[src/verilog/lcd_defs.svh]
`ifndef LCD_DEFS_SVH
`define LCD_DEFS_SVH

// 480x272 panel timing, in disp_clk cycles and lines
`define LCD_H_ACTIVE   480
`define LCD_H_FP       2
`define LCD_H_BP       2
`define LCD_H_SYNC     41   // hsync low width

`define LCD_V_ACTIVE   272
`define LCD_V_FP       2
`define LCD_V_BP       2
`define LCD_V_SYNC     10   // vsync low width, in lines

// derived counts
`define LCD_H_TOTAL    (`LCD_H_SYNC + `LCD_H_FP + `LCD_H_ACTIVE + `LCD_H_BP)
`define LCD_V_TOTAL    (`LCD_V_SYNC + `LCD_V_FP + `LCD_V_ACTIVE + `LCD_V_BP)
`define LCD_H_START    (`LCD_H_SYNC + `LCD_H_FP)   // first active h count
`define LCD_V_START    (`LCD_V_SYNC + `LCD_V_FP)   // first active v count

// overlay layers
`define LCD_NUM_LAYERS 4

`endif

[src/verilog/lcd_pkg.sv]
`default_nettype none

package lcd_pkg;

    // pixel coordinate or counter value
    typedef logic [9:0] coord_t;

    // selects a layer during configuration
    typedef logic [1:0] layer_sel_t;

    typedef struct packed {
        logic [7:0] red;
        logic [7:0] green;
        logic [7:0] blue;
    } rgb_t;

    // one record per disp_clk cycle
    typedef struct packed {
        logic   active;  // inside the visible window
        logic   hsync;   // active low
        logic   vsync;   // active low
        coord_t x;       // zero outside the window
        coord_t y;
    } beam_t;

    // bounds are inclusive
    typedef struct packed {
        logic   enable;
        coord_t x0;
        coord_t y0;
        coord_t x1;
        coord_t y1;
        rgb_t   color;
    } rect_t;

    typedef struct packed {
        logic hit;
        rgb_t color;
    } layer_out_t;

endpackage

`default_nettype wire

[src/verilog/lcd_timing_gen.sv]
`default_nettype none
`timescale 1ns/1ps

`include "lcd_defs.svh"

module lcd_timing_gen (
    input  logic           disp_clk,
    input  logic           rst_n,
    input  logic           en,
    output lcd_pkg::beam_t beam
);

    localparam lcd_pkg::coord_t H_LAST   = lcd_pkg::coord_t'(`LCD_H_TOTAL - 1);
    localparam lcd_pkg::coord_t V_LAST   = lcd_pkg::coord_t'(`LCD_V_TOTAL - 1);
    localparam lcd_pkg::coord_t H_SYNC   = lcd_pkg::coord_t'(`LCD_H_SYNC);
    localparam lcd_pkg::coord_t V_SYNC   = lcd_pkg::coord_t'(`LCD_V_SYNC);
    localparam lcd_pkg::coord_t H_START  = lcd_pkg::coord_t'(`LCD_H_START);
    localparam lcd_pkg::coord_t V_START  = lcd_pkg::coord_t'(`LCD_V_START);
    localparam lcd_pkg::coord_t H_ACTIVE = lcd_pkg::coord_t'(`LCD_H_ACTIVE);
    localparam lcd_pkg::coord_t V_ACTIVE = lcd_pkg::coord_t'(`LCD_V_ACTIVE);
    localparam lcd_pkg::coord_t H_END    = H_START + H_ACTIVE;   // first blank count after data
    localparam lcd_pkg::coord_t V_END    = V_START + V_ACTIVE;

    lcd_pkg::coord_t h_cnt;
    lcd_pkg::coord_t v_cnt;
    logic            h_act;
    logic            v_act;
    lcd_pkg::beam_t  beam_d;

    // free-running raster counters, parked at zero while disabled
    always_ff @(posedge disp_clk or negedge rst_n) begin
        if (!rst_n) begin
            h_cnt <= '0;
            v_cnt <= '0;
        end else if (!en) begin
            h_cnt <= '0;
            v_cnt <= '0;
        end else if (h_cnt == H_LAST) begin
            h_cnt <= '0;
            if (v_cnt == V_LAST) begin
                v_cnt <= '0;   // end of frame
            end else begin
                v_cnt <= v_cnt + 1'b1;
            end
        end else begin
            h_cnt <= h_cnt + 1'b1;
        end
    end

    assign h_act = (h_cnt >= H_START) && (h_cnt < H_END);
    assign v_act = (v_cnt >= V_START) && (v_cnt < V_END);

    always_comb begin
        beam_d        = '0;
        beam_d.hsync  = (h_cnt >= H_SYNC);   // low during the sync pulse
        beam_d.vsync  = (v_cnt >= V_SYNC);
        beam_d.active = h_act && v_act;
        if (h_act && v_act) begin
            beam_d.x = h_cnt - H_START;
            beam_d.y = v_cnt - V_START;
        end
    end

    always_ff @(posedge disp_clk or negedge rst_n) begin
        if (!rst_n) begin
            beam <= '0;
        end else if (!en) begin
            beam <= '0;   // all panel levels low
        end else begin
            beam <= beam_d;
        end
    end

    // coordinates never leave the panel while active
    a_beam_in_panel: assert property (
        @(posedge disp_clk) disable iff (!rst_n)
        beam.active |-> (beam.x < H_ACTIVE) && (beam.y < V_ACTIVE)
    );

endmodule

`default_nettype wire

[src/verilog/lcd_rect_layer.sv]
`default_nettype none
`timescale 1ns/1ps

module lcd_rect_layer #(
    parameter int LAYER_ID = 0
) (
    input  logic                disp_clk,
    input  logic                rst_n,
    input  logic                cfg_we,
    input  lcd_pkg::layer_sel_t cfg_sel,
    input  lcd_pkg::rect_t      cfg_rect,
    input  lcd_pkg::beam_t      beam,
    output lcd_pkg::layer_out_t hit_out
);

    localparam lcd_pkg::layer_sel_t MY_SEL = lcd_pkg::layer_sel_t'(LAYER_ID);

    logic           load;
    lcd_pkg::rect_t rect_q;    // enable, bounds and colour
    logic           in_x;
    logic           in_y;

    assign load = cfg_we && (cfg_sel == MY_SEL);

    always_ff @(posedge disp_clk or negedge rst_n) begin
        if (!rst_n) begin
            rect_q <= '0;   // layer starts disabled
        end else if (load) begin
            rect_q <= cfg_rect;
        end
    end

    // inclusive window test
    assign in_x = (beam.x >= rect_q.x0) && (beam.x <= rect_q.x1);
    assign in_y = (beam.y >= rect_q.y0) && (beam.y <= rect_q.y1);

    always_ff @(posedge disp_clk or negedge rst_n) begin
        if (!rst_n) begin
            hit_out <= '0;
        end else begin
            hit_out.hit   <= rect_q.enable && beam.active && in_x && in_y;
            hit_out.color <= rect_q.color;
        end
    end

    // an enabled rectangle must not be inverted
    a_rect_ordered: assert property (
        @(posedge disp_clk) disable iff (!rst_n)
        (load && cfg_rect.enable) |->
            (cfg_rect.x0 <= cfg_rect.x1) && (cfg_rect.y0 <= cfg_rect.y1)
    );

endmodule

`default_nettype wire

[src/verilog/lcd_layer_mixer.sv]
`default_nettype none
`timescale 1ns/1ps

`include "lcd_defs.svh"

module lcd_layer_mixer (
    input  logic                                            disp_clk,
    input  logic                                            rst_n,
    input  logic                                            en,
    input  lcd_pkg::beam_t                                  beam,
    input  lcd_pkg::layer_out_t [`LCD_NUM_LAYERS-1:0]       hits,
    input  lcd_pkg::rgb_t                                   bg_color,
    output logic                                            valid_draw,
    output lcd_pkg::coord_t                                 h_pos,
    output lcd_pkg::coord_t                                 v_pos,
    output logic [7:0]                                      red,
    output logic [7:0]                                      green,
    output logic [7:0]                                      blue,
    output logic                                            disp_hsync,
    output logic                                            disp_vsync
);

    lcd_pkg::beam_t beam_q;   // lines up with hits
    lcd_pkg::rgb_t  pix;

    always_ff @(posedge disp_clk or negedge rst_n) begin
        if (!rst_n) begin
            beam_q <= '0;
        end else begin
            beam_q <= beam;
        end
    end

    // lowest layer index wins, so walk from the top down
    always_comb begin
        pix = '0;
        if (beam_q.active) begin
            pix = bg_color;
            for (int i = `LCD_NUM_LAYERS - 1; i >= 0; i--) begin
                if (hits[i].hit) begin
                    pix = hits[i].color;
                end
            end
        end
    end

    always_ff @(posedge disp_clk or negedge rst_n) begin
        if (!rst_n) begin
            valid_draw <= 1'b0;
            h_pos      <= '0;
            v_pos      <= '0;
            red        <= '0;
            green      <= '0;
            blue       <= '0;
            disp_hsync <= 1'b0;
            disp_vsync <= 1'b0;
        end else if (!en) begin
            valid_draw <= 1'b0;   // panel pins low while paused
            h_pos      <= '0;
            v_pos      <= '0;
            red        <= '0;
            green      <= '0;
            blue       <= '0;
            disp_hsync <= 1'b0;
            disp_vsync <= 1'b0;
        end else begin
            valid_draw <= beam_q.active;
            h_pos      <= beam_q.x;
            v_pos      <= beam_q.y;
            red        <= pix.red;
            green      <= pix.green;
            blue       <= pix.blue;
            disp_hsync <= beam_q.hsync;
            disp_vsync <= beam_q.vsync;
        end
    end

    // blanking carries no colour
    a_blank_black: assert property (
        @(posedge disp_clk) disable iff (!rst_n)
        !valid_draw |-> ({red, green, blue} == '0)
    );

endmodule

`default_nettype wire

[src/verilog/lcd_overlay_top.sv]
`default_nettype none
`timescale 1ns/1ps

`include "lcd_defs.svh"

module lcd_overlay_top (
    input  logic                disp_clk,
    input  logic                rst_n,
    input  logic                en,
    input  logic                cfg_we,
    input  lcd_pkg::layer_sel_t cfg_sel,
    input  lcd_pkg::rect_t      cfg_rect,
    input  lcd_pkg::rgb_t       bg_color,
    output logic                valid_draw,
    output lcd_pkg::coord_t     h_pos,
    output lcd_pkg::coord_t     v_pos,
    output logic [7:0]          red,
    output logic [7:0]          green,
    output logic [7:0]          blue,
    output logic                disp_hsync,
    output logic                disp_vsync
);

    lcd_pkg::beam_t                             beam;
    lcd_pkg::layer_out_t [`LCD_NUM_LAYERS-1:0]  hits;   // one entry per layer

    lcd_timing_gen u_timing (
        .disp_clk (disp_clk),
        .rst_n    (rst_n),
        .en       (en),
        .beam     (beam)
    );

    for (genvar i = 0; i < `LCD_NUM_LAYERS; i++) begin : g_layer
        lcd_rect_layer #(
            .LAYER_ID (i)
        ) u_layer (
            .disp_clk (disp_clk),
            .rst_n    (rst_n),
            .cfg_we   (cfg_we),
            .cfg_sel  (cfg_sel),
            .cfg_rect (cfg_rect),
            .beam     (beam),
            .hit_out  (hits[i])
        );
    end

    lcd_layer_mixer u_mixer (
        .disp_clk   (disp_clk),
        .rst_n      (rst_n),
        .en         (en),
        .beam       (beam),
        .hits       (hits),
        .bg_color   (bg_color),
        .valid_draw (valid_draw),
        .h_pos      (h_pos),
        .v_pos      (v_pos),
        .red        (red),
        .green      (green),
        .blue       (blue),
        .disp_hsync (disp_hsync),
        .disp_vsync (disp_vsync)
    );

endmodule

`default_nettype wire

[config.mk]
export PLATFORM = sky130hd
export DESIGN_NAME = lcd_overlay_top
export DESIGN_NICKNAME = d
export VERILOG_FILES = /design/src/verilog/lcd_pkg.sv /design/src/verilog/lcd_timing_gen.sv /design/src/verilog/lcd_rect_layer.sv /design/src/verilog/lcd_layer_mixer.sv /design/src/verilog/lcd_overlay_top.sv
export VERILOG_INCLUDE_DIRS = /design/src /design/src/verilog
export SDC_FILE = /design/constraint.sdc
export NUM_CORES = 1
export LEC_CHECK = 0
export ABC_AREA = 0
export BUFFER_PORTS_ARGS = -buffer_cell sky130_fd_sc_hd__buf_2
export CELL_PAD_IN_SITES_DETAIL_PLACEMENT = 0
export CELL_PAD_IN_SITES_GLOBAL_PLACEMENT = 2
export CORE_MARGIN = 2
export CORE_UTILIZATION = 44
export CTS_BUF_LIST = sky130_fd_sc_hd__clkbuf_4 sky130_fd_sc_hd__clkbuf_8
export DETAILED_ROUTE_END_ITERATION = 10
export GPL_TIMING_DRIVEN = 1
export PLACE_DENSITY_LB_ADDON = 0.12
export SLEW_MARGIN = 20
export SYNTH_ARGS = -nofsm -noshare
export SYNTH_HDL_FRONTEND = slang
export SYNTH_HIERARCHICAL = 1
export SYNTH_SLANG_ARGS = --single-unit
export TNS_END_PERCENT = 10
[constraint.sdc]
create_clock -name disp_clk -period 2.1 [get_ports disp_clk]
set_input_delay 0.21 -clock disp_clk [delete_from_list [all_inputs] [get_ports disp_clk]]
set_output_delay 0.21 -clock disp_clk [all_outputs]
set_load 0.01 [all_outputs]
# Word level (Yosys, flattened, before mapping)
# Cells that the tools add are included.
# word_totals
register_bits,473
output_inout_bits,47
in_bits,95
elab_cells,148
# classes
reduce_logical,28
n_lt_le_gt_ge,22
add_sub_neg,4
n_eq_ne,6
mux,20
# ops
cell,n
two-way mux 24 bit,5
>= comparator 10 bit,8
less-or-equal comparator 10 bit,8
two-way mux 10 bit,7
logical AND 1 bit,27
two-way mux 8 bit,3
two-way mux 23 bit,1
adder 10 x 1 -> 10 bit (second input constant),2
>= comparator 10 x 4 -> 1 bit (second input constant),2
>= comparator 10 x 6 -> 1 bit (second input constant),2
two-way mux 20 bit,1
== test 10 bit (second input constant),1
== test 10 x 9 -> 1 bit (second input constant),1
less-than comparator 10 bit (second input constant),1
less-than comparator 10 x 9 -> 1 bit (second input constant),1
subtractor 10 x 4 -> 10 bit (second input constant),1
subtractor 10 x 6 -> 10 bit (second input constant),1
== test 2 bit (second input constant),2
two-way mux 1 bit,3
== test 2 x 1 -> 1 bit (second input constant),1
logical NOT 2 bit,1
inequality test 2 x 1 -> 1 bit (second input constant),1

# Depth between registers and ports, before layout
# Gate-level depths: netlist of run 1.
# depth
ltp_word,6
depth_mapped,7
mapped_depth_nobuf,7

# Modules after synthesis
# The synthesis of run 1 kept the hierarchy.
# by_module_without_submodules
module,area_each_um2,cells_per_inst,instances
lcd_rect_layer (g_layer[1].u_layer ...),4035.1,297,2
lcd_rect_layer (g_layer[3].u_layer),4020.1,297,1
lcd_rect_layer (g_layer[0].u_layer),3965.1,337,1
lcd_layer_mixer,2793.9,212,1
lcd_timing_gen,2200.9,228,1

# Least setup slack after synthesis of run 1
# Ideal clock, no wire load.
# synth_path
path_kind,reg2reg
startpoint,reg u_timing.h_cnt[6]
endpoint,reg u_timing.v_cnt[9]
slack_ns,0.245
required_ns,1.970
synth_period_minus_slack_ns,1.855
setup_time_ns,0.130
path_stages_with_launch,6
arrival_ns,1.725
path_cell_list,dfrtp_1 -> or3_1 -> buf_6 -> or4_4 -> o211ai_1 -> o41ai_1
# synth_via
elab_chain_len,2
# synth_lines
element,line,rtl
"start, declared",lcd_timing_gen.sv:24,lcd_pkg::coord_t h_cnt;
"start signal, assigned",lcd_timing_gen.sv:46,h_cnt <= h_cnt + 1'b1;
== test 10 bit,lcd_timing_gen.sv:38,end else if (h_cnt == H_LAST) begin
inequality test 2 x 1 -> 1 bit (no line),n/a,
"end signal, assigned",lcd_timing_gen.sv:43,v_cnt <= v_cnt + 1'b1;
"end, declared",lcd_timing_gen.sv:25,lcd_pkg::coord_t v_cnt;
# No other way between the ends.
# A chain may end at the register's enable or synchronous reset.

# Worst setup path after layout of run 1
# layout_path
startpoint,"reg, netlist name u_timing/beam[7]"
endpoint,reg g_layer[0].u_layer/hit_out[24] (netlist bit)
# layout_via
elab_chain_len,3
# layout_lines
element,line,rtl
>= comparator 10 bit or less-or-equal comparator 10 bit (tied branches),lcd_rect_layer.sv:35,assign in_y = (beam.y >= rect_q.y0) && (beam.y <= rect_q.y1);
logical AND 1 bit *,lcd_rect_layer.sv:35,
logical AND 1 bit *,lcd_rect_layer.sv:41,hit_out.hit <= rect_q.enable && beam.active && in_x && in_y;
"end, declared",lcd_rect_layer.sv:13,output lcd_pkg::layer_out_t hit_out
# Mark *: on every way between the ends. The rest lies on a longest branch, timed or not.

==> results of run 1 <==
how the worst max path moves through the flow:
stage                            from  depth (start not counted)                        endpoint
finish               u_timing/beam[7]                          8  g_layer[0].u_layer/hit_out[24]
global route        u_timing/beam[13]                          6  g_layer[3].u_layer/hit_out[24]
CTS                 u_timing/beam[15]                          5  g_layer[1].u_layer/hit_out[24]
detailed placement  u_timing/beam[13]                          6  g_layer[1].u_layer/hit_out[24]
global placement    u_timing/beam[13]                          6  g_layer[1].u_layer/hit_out[24]
floorplan           u_timing/h_cnt[6]                          5               u_timing/v_cnt[9]
layer usage:
metal	global-route usage, %	up-vias
met4	5.67	0
met2	34.7	192
met1	27.8	6793
met5	0	-
li1	-	6536
met3	3.85	67
where the power goes:
group	leakage (nW)	internal, mW	total (mW)	switching (mW)
combinational	5.97	1.34	2.66	1.32
clock	0.960	5.18	8.97	3.79
sequential	5.84	10.4	10.9	0.525
flip-flops by register name, summed over array words and instances, names as in the netlist, 10 cells and up:
register / count
g_layer.u_layer/hit_out: 100
u_timing/h_cnt: 10
u_timing/beam: 23
u_timing/v_cnt: 10
g_layer.u_layer/rect_q: 260
u_mixer/v_pos: 10
u_mixer/beam_q: 23
u_mixer/h_pos: 10
cell type report:
type                    instances  area (sq um)  share of cell area, %
flip-flops and latches        473         11900                   45.6
multi-input cells             957          8290                   31.9
repair buffers                319          2580                   9.94
clock buffers                 134          1670                   6.43
well taps                     615           769                   2.96
inverters                     177           664                   2.56
clock inverters                11           135                  0.520
timing repair:
action | CTS | global route
buffers inserted | 0 | 1
cloned | 0 | 0
pin swaps | 0 | 1
hold endpoints to repair | 649 | 0
setup endpoints to repair | 3 | 6
gates resized for setup | 6 | 13
hold buffers | 91 | 0
cells in the final DEF (no fill, tap or decap), types with 9 or more instances in the layout:
cell           synthesis  final
buf_2                 30    140
a2111oi_2             10     10
xor2_1                10     10
mux2_1                52     52
dlygate4sd3_1          0     91
mux2i_1               24     24
a21o_1                22     22
o21ai_1                6     10
buf_4                  8     63
inv_1                176    176
nand4_1               25     25
and2_1                22     22
o21ai_0               56     52
clkbuf_8               0    106
buf_12                 0     24
o22ai_1               23     23
ha_1                 169    168
o211ai_1               9      9
nand2b_1              21     21
dfrtp_2                0     11
nor2_1                59     59
nand2_1               67     67
a21oi_1               65     65
nand3_1               19     18
dfrtp_1              473    462
a2111oi_1             10     10
clkbuf_4               0     28
nor3_1                14     14
mux2_2               172    172
per-stage QoR:
stage	cells	setup TNS, ns	setup WS (ns)
2_1_floorplan	1668	0	0.245
3_3_place_gp	2449	-0.186	-0.0962
3_5_place_dp	2449	-0.188	-0.113
4_1_cts	2685	0	0.0367
5_1_grt	2686	0	0.00121
6_report	2686	0	0.0704
logic make-up after synthesis:
family / Yosys count / share of synthesized area (%)
mux: 248 / 13.1
compound gates: 261 / 8.80
fa+ha+maj: 169 / 10.0
simple gates: 264 / 6.54
xor+xnor: 15 / 0.624
flops: 473 / 56.2
buf+inv: 238 / 4.64
worst register-to-register path, cell delays in order (launching register included):
cell and delay (ns):
dfrtp_2 0.44, buf_4 0.17, ha_1 0.30, a21oi_1 0.07
o21ai_1 0.27, nand2b_1 0.14, nor3b_1 0.31, buf_4 0.19
nor4_2 0.03
==> results.txt, run 1 <==
The largest single stage delay on the critical path is 0.44 ns. Setup slack on the worst reg-to-reg path comes out at 0.07 ns. The floorplan has 80 rows.

In this run, synthesis inferred 0 flip-flops with an integrated enable. In this run the vertical extent of the chip is 223 um. IR analysis of the VDD net gives a maximum drop of 0.000571 V. The congestion estimate from routability-driven global placement came to 0.797.

The logs give 0 for the number of endpoints with negative hold slack in the final report and 26,000 sq um for the area of all placed cells without fillers. Wires add up to 49,800 um. The worst-margin pin slew works out to 0.573 ns. Among all cell types in the netlist, the one instantiated most often is dfrtp_1.

By area the synthesized netlist is led by dfrtp_1 56%, ha_1 10%, mux2_2 9.2%. Data arrives at the worst endpoint at 2.57 ns. The slowest stage of the critical path is the dfrtp_2 cell.

Clock latency on the worst-skew pair, taken at its later pin, is 0.67 ns. The detailed router placed 13,600 vias in this run. The number of antenna violations at the first check in global routing is 0. Ranked by instance count, the synthesized netlist is headed by 473 x dfrtp_1, 176 x inv_1, 172 x mux2_2. Post-route clock period utilization: 96.6%. For this block, wires on met1 add up to 23,400 um.

Of the cells placed in the final design, the portion with a size suffix greater than 1 is 28.6%. The root buffer selected by CTS is clkbuf_8. The number of antenna diodes was 0. The register bit count reported by yosys was 473. No sink is reached through more buffers than the 3 on the longest clock path. The relative slew slack is 61.8%, and the number of fill cells is 4,103. The tools report the starting density of the core as 44.4%. The post-route clock skew was 0.0312 ns. Fraction of registers with async set/reset: 100%. Across every metal layer, demand over resource in global routing totals 20.8%.

The type of the tightest min-delay check was in -> async. For the count of final max-slew check failures, the log shows 0. The flow ran to the end, and the final reports show no timing, DRC or antenna violations.

The kind of critical path was reg -> reg. The worst register-to-register path begins at u_timing/beam[7]. The run gives 0 as the number of setup violations in the final report. The top cell type by area accounts for 56.2% of the synthesized area. In this run, distinct cell masters in the synthesized netlist total 66.

The number of max-cap violations is 0, and the number of H-tree levels is 3. Power per cell area: 869 nW/um^2. The clock transition at the registers of the reported paths works out to 0.06 ns.

The primary flip-flop cell chosen by synthesis mapping is dfrtp_1. The tools report the total power after layout as 22.6 mW. The number of synthesis warnings came out at 6.

The count of buffers added on input and output ports is 141. The number of buffers and inverters on the critical path is 2. The detailed router used layers up to and including met4. TritonCTS built the clock tree. The worst endpoint required time was 2.64 ns; the first-pass GRT wire length was 79,800 um.

The total met2 wirelength after detailed routing was 23,900 um; the final core area utilization was 54.7%. The routed via count divided by cell count works out to 5.06. Cell family with the largest share of critical-path delay: simple AND/OR/NAND/NOR gates. Hold is met by 0.0888 ns. Measured in cells, the most critical reg-to-reg path has a length of 8. After legalization and detailed placement, the total HPWL measured 34,500 um. The logs give 100 for the pin count of the biggest net entering global routing and 49,600 sq um for the die area. When the netlist entered floorplanning its net count stood at 1,932. For this run the aggregate overflow at the end of global routing stands at 0.

Area growth from synthesis to layout: 23.3%. The synthesized netlist cell count is 1,668. By instance count, the cell type seen most on the critical path is buf_4. Of all cell types, the one taking the most synthesized area is dfrtp_1. The kind of launch point of the worst setup path was a flip-flop. The logs give 14,400 for the number of global-route vias before repair and 12.8 nW for the total leakage power.

142 I/O pins were placed. After layout, the minimum clock period comes to 2.03 ns. The detailed router finished its first iteration with 573 violations.

The post-synthesis cell area is 21,100 sq um, and the width of the chip is 223 um. The remaining antenna violation count after routing came out at 0. Along the worst path, the maximum fanout reaches 4. TritonCTS created 82 clock buffers.

Setup repair after global routing left no endpoint under its margin. The destination of the worst register-to-register timing path was g_layer[0].u_layer/hit_out[24]. The average routed wire per standard cell came out at 18.5 um. Traced cell by cell, the critical path runs through buf_4 -> ha_1 -> a21oi_1 -> o21ai_1 -> nand2b_1 -> nor3b_1 -> buf_4 -> nor4_2. The clock net in this run drives a total of 473 sinks.

STA classifies the critical path endpoint as a flip-flop. Timing would allow up to 0.493 GHz. For this run, the register share of the synthesized area comes to 56.2%. The standard cell core area was 47,400 sq um. The first detailed-routing pass took 6 iterations. For the total placed instance area, the log shows 23,200 sq um. Dividing the synthesized area by the synthesized cell count gives 12.6 sq um.

Summed over all nets, wire length on met3 after detailed routing comes to 1560 um. The total DRC errors in the routed layout came out at 0. The tools report the number of nets in the finished design as 2,274.
Note: power is estimated with default switching activity, not from simulation.
==> run 2, diff against run 1 <==
--- a/config.mk
+++ b/config.mk
@@ -7,7 +7,7 @@
 export NUM_CORES = 1
 export LEC_CHECK = 0
 export ABC_AREA = 0
-export BUFFER_PORTS_ARGS = -buffer_cell sky130_fd_sc_hd__buf_2
+export BUFFER_PORTS_ARGS = -buffer_cell sky130_fd_sc_hd__clkbuf_2
 export CELL_PAD_IN_SITES_DETAIL_PLACEMENT = 0
 export CELL_PAD_IN_SITES_GLOBAL_PLACEMENT = 2
 export CORE_MARGIN = 2
@@ -15,6 +15,7 @@
 export CTS_BUF_LIST = sky130_fd_sc_hd__clkbuf_4 sky130_fd_sc_hd__clkbuf_8
 export DETAILED_ROUTE_END_ITERATION = 10
 export GPL_TIMING_DRIVEN = 1
+export HOLD_SLACK_MARGIN = 0.08
 export PLACE_DENSITY_LB_ADDON = 0.12
 export SLEW_MARGIN = 20
 export SYNTH_ARGS = -nofsm -noshare
==> results.txt, run 2 (same netlist as run 1, synthesis figures left out) <==
142 I/O pins were placed. The routed via count divided by cell count was 5.07; the floorplan row count was 80. The tools report the destination of the worst register-to-register timing path as g_layer[1].u_layer/hit_out[24]. Detailed routing inserted a total of 13,600 vias. The flow ran to the end, and the final reports show no timing, DRC or antenna violations. Setup violations remaining at the end of the flow were counted as 0. Fill cells in the final layout number 4,104. The number of flip-flops under the largest register name was 260.

The critical path is of the reg -> reg type. The library cell used most frequently in the layout, excluding fill and tap cells, is dfrtp_1. Final hold analysis gives a worst-case slack of 0.261 ns. For the number of H-tree levels, the log shows 3.

Entering global routing, the biggest net connects 67 pins. Largest voltage drop on the vdd net: 0.000552 V. At the worst endpoint, the required time is 2.65 ns.

The first global-routing pass estimated 81,800 um of wire. The tools report the worst-skew pair later-pin latency as 0.65 ns. In the final design database the tool counted 2,278 nets.

In the final layout, the share of cells above drive strength 1 is 29.1%. In the final layout, the registers with the most flip-flops are g_layer.u_layer/rect_q (260), g_layer.u_layer/hit_out (100). Once layout is done, the placed cells without fillers occupy 26,000 sq um. The flop-to-flop setup slack was 0.11 ns. The starting density of the core is 44.4%. Setup repair after global routing could not meet its margin everywhere. During placement, the flow inserted port buffers numbering 141. In this run, CTS created clock tree buffers numbering 81.

The count of final max-slew check failures was 0; the height of the chip was 223 um. TritonCTS built the clock tree. The number of iterations in the first detailed-routing pass is 5, and the highest attainable clock frequency is 0.501 GHz.

The worst setup path is captured at a flip-flop. For the number of antenna violations at the first check in global routing, the log shows 1. The width of the chip is 223 um. The tool flagged a number of max-cap violations equal to 0. The register with the highest flop count is g_layer.u_layer/rect_q. For this run the aggregate overflow at the end of global routing stands at 0. The data arrival time of the critical path was 2.55 ns. Once detailed placement completed, the half-perimeter wirelength came to 34,800 um. The tools report the number of clock sinks seen by CTS as 473. The cell sitting at the root of the clock tree is a clkbuf_8. The tools report the number of endpoints with negative hold slack in the final report as 0. The total leakage power is 12.8 nW, and the total DRC errors in the routed layout is 0. The post-layout minimum cycle time works out to 1.99 ns. Wires add up to 50,800 um.

Across the routed clock network, the largest skew measured is 0.0247 ns. The power per cell area is 866 nW/um^2, and the die area is 49,600 sq um. The average routed wire per standard cell was 18.9 um. The number of global-route vias before repair was 14,600. The critical path starts at u_timing/beam[3]. The top cell types in the final layout, fill and taps aside, are 460 x dfrtp_1, 176 x inv_1, 172 x mux2_2.

The startpoint identified for the worst register-to-register timing path is u_timing/beam[3]. In this run the remaining antenna-violating nets after routing total 0. Global routing used 21.3% of the available tracks.

In this run, the number of DRC markers left after iteration 0 of detailed routing was 598. The design draws 22.5 mW. STA classifies the critical path startpoint as a flip-flop. Of all nets on the critical path, the largest fanout is 5.

Following the worst setup path forward leads to its endpoint at g_layer[1].u_layer/hit_out[24]. The post-route clock period utilization was 95.0%. The area growth from synthesis to layout is 23.6%.

Once placement finished, the instance area stood at 23,100 sq um. The floorplan step defined a core boundary enclosing 47,400 sq um. The placer's final routability congestion estimate came out at 0.792. The tools report the relative slew slack as 59.0%. Depth of the worst register-to-register path: 7. After clock tree synthesis, the clock-pin slew on the worst setup and hold paths is 0.06 ns.

The clock passes through at most 3 buffers. At the pin with the least slew margin, the transition time is 0.613 ns. The path class of the tightest hold or removal check is in -> async.
-- run 2: cell count changes in the layout (fill, tap and decap cells not counted), sizes merged --
| cell | before | now |
|---|---|---|
| diode | 0 | 1 |
| clkinv | 6 | 9 |
| clkbuf | 134 | 270 |
| bufinv | 1 | 2 |
| buf | 228 | 89 |
| dlygate4sd3 | 91 | 95 |
-- run 2: worst max-delay path: stages, from the launching register on --
cell       delay [ns]
dfrtp_2          0.49
ha_1             0.35
a21o_1           0.18
a21o_1           0.19
a2111oi_4        0.34
nor3b_1          0.09
buf_4            0.16
nor4_2           0.11
-- run 2: power breakdown --
group | internal, mW | switching (mW) | total, mW
registers | 10.4 | 0.518 | 10.9
logic | 1.35 | 1.35 | 2.70
clock network | 5.13 | 3.79 | 8.92
total | 16.9 | 5.66 | 22.5
-- run 2: layer usage --
layer	vias to the layer above	track usage [%]	share of wire [%]
met2	177	35.7	49
met5	-	0	0
met4	0	6.11	1.6
li1	6558	-	-
met3	46	3.45	3.0
met1	6867	28.5	46
-- run 2: worst min path at each step --
stage	start	end	slack (ns)	depth (start not counted)
after floorplan	rst_n	g_layer[0].u_layer/hit_out[0]	-0.09	0
after global placement	rst_n	g_layer[3].u_layer/hit_out[22]	0.15	1
after detailed placement	rst_n	g_layer[3].u_layer/hit_out[21]	0.16	1
after CTS	rst_n	u_mixer/red[1]	0.22	3
after global routing	rst_n	g_layer[0].u_layer/rect_q[22]	0.26	3
final	rst_n	u_mixer/red[1]	0.26	3
-- run 2: what timing repair did --
action	4_1_cts	5_1_grt
gates resized for setup	8	24
hold buffers	96	0
pin swaps	0	1
setup buffers	0	3
endpoints found under the setup margin	4	5
endpoints found under the hold margin	680	0
-- run 2: final cells by class --
class / instances / area (sq um) / share of cell area [%]
flip-flops and latches: 473 / 11900 / 45.6
multi-input cells: 957 / 8360 / 32.1
repair buffers: 324 / 2590 / 9.96
clock buffers: 130 / 1610 / 6.18
well taps: 615 / 769 / 2.96
inverters: 177 / 664 / 2.55
clock inverters: 15 / 165 / 0.635
diodes: 1 / 2.50 / 0.00962
-- run 2: per-stage QoR --
step / worst slack (ns) / cells / setup TNS, ns / utilization, %
detailed placement: -0.120 / 2447 / -0.355 / 48.7
finish: 0.105 / 2692 / 0 / 54.8
floorplan: 0.245 / 1668 / 0 / -
CTS: 0.00793 / 2688 / 0 / 54.6
global placement: -0.0809 / 2447 / -0.229 / 48.7
global route: -0.0264 / 2692 / -0.0589 / 54.8
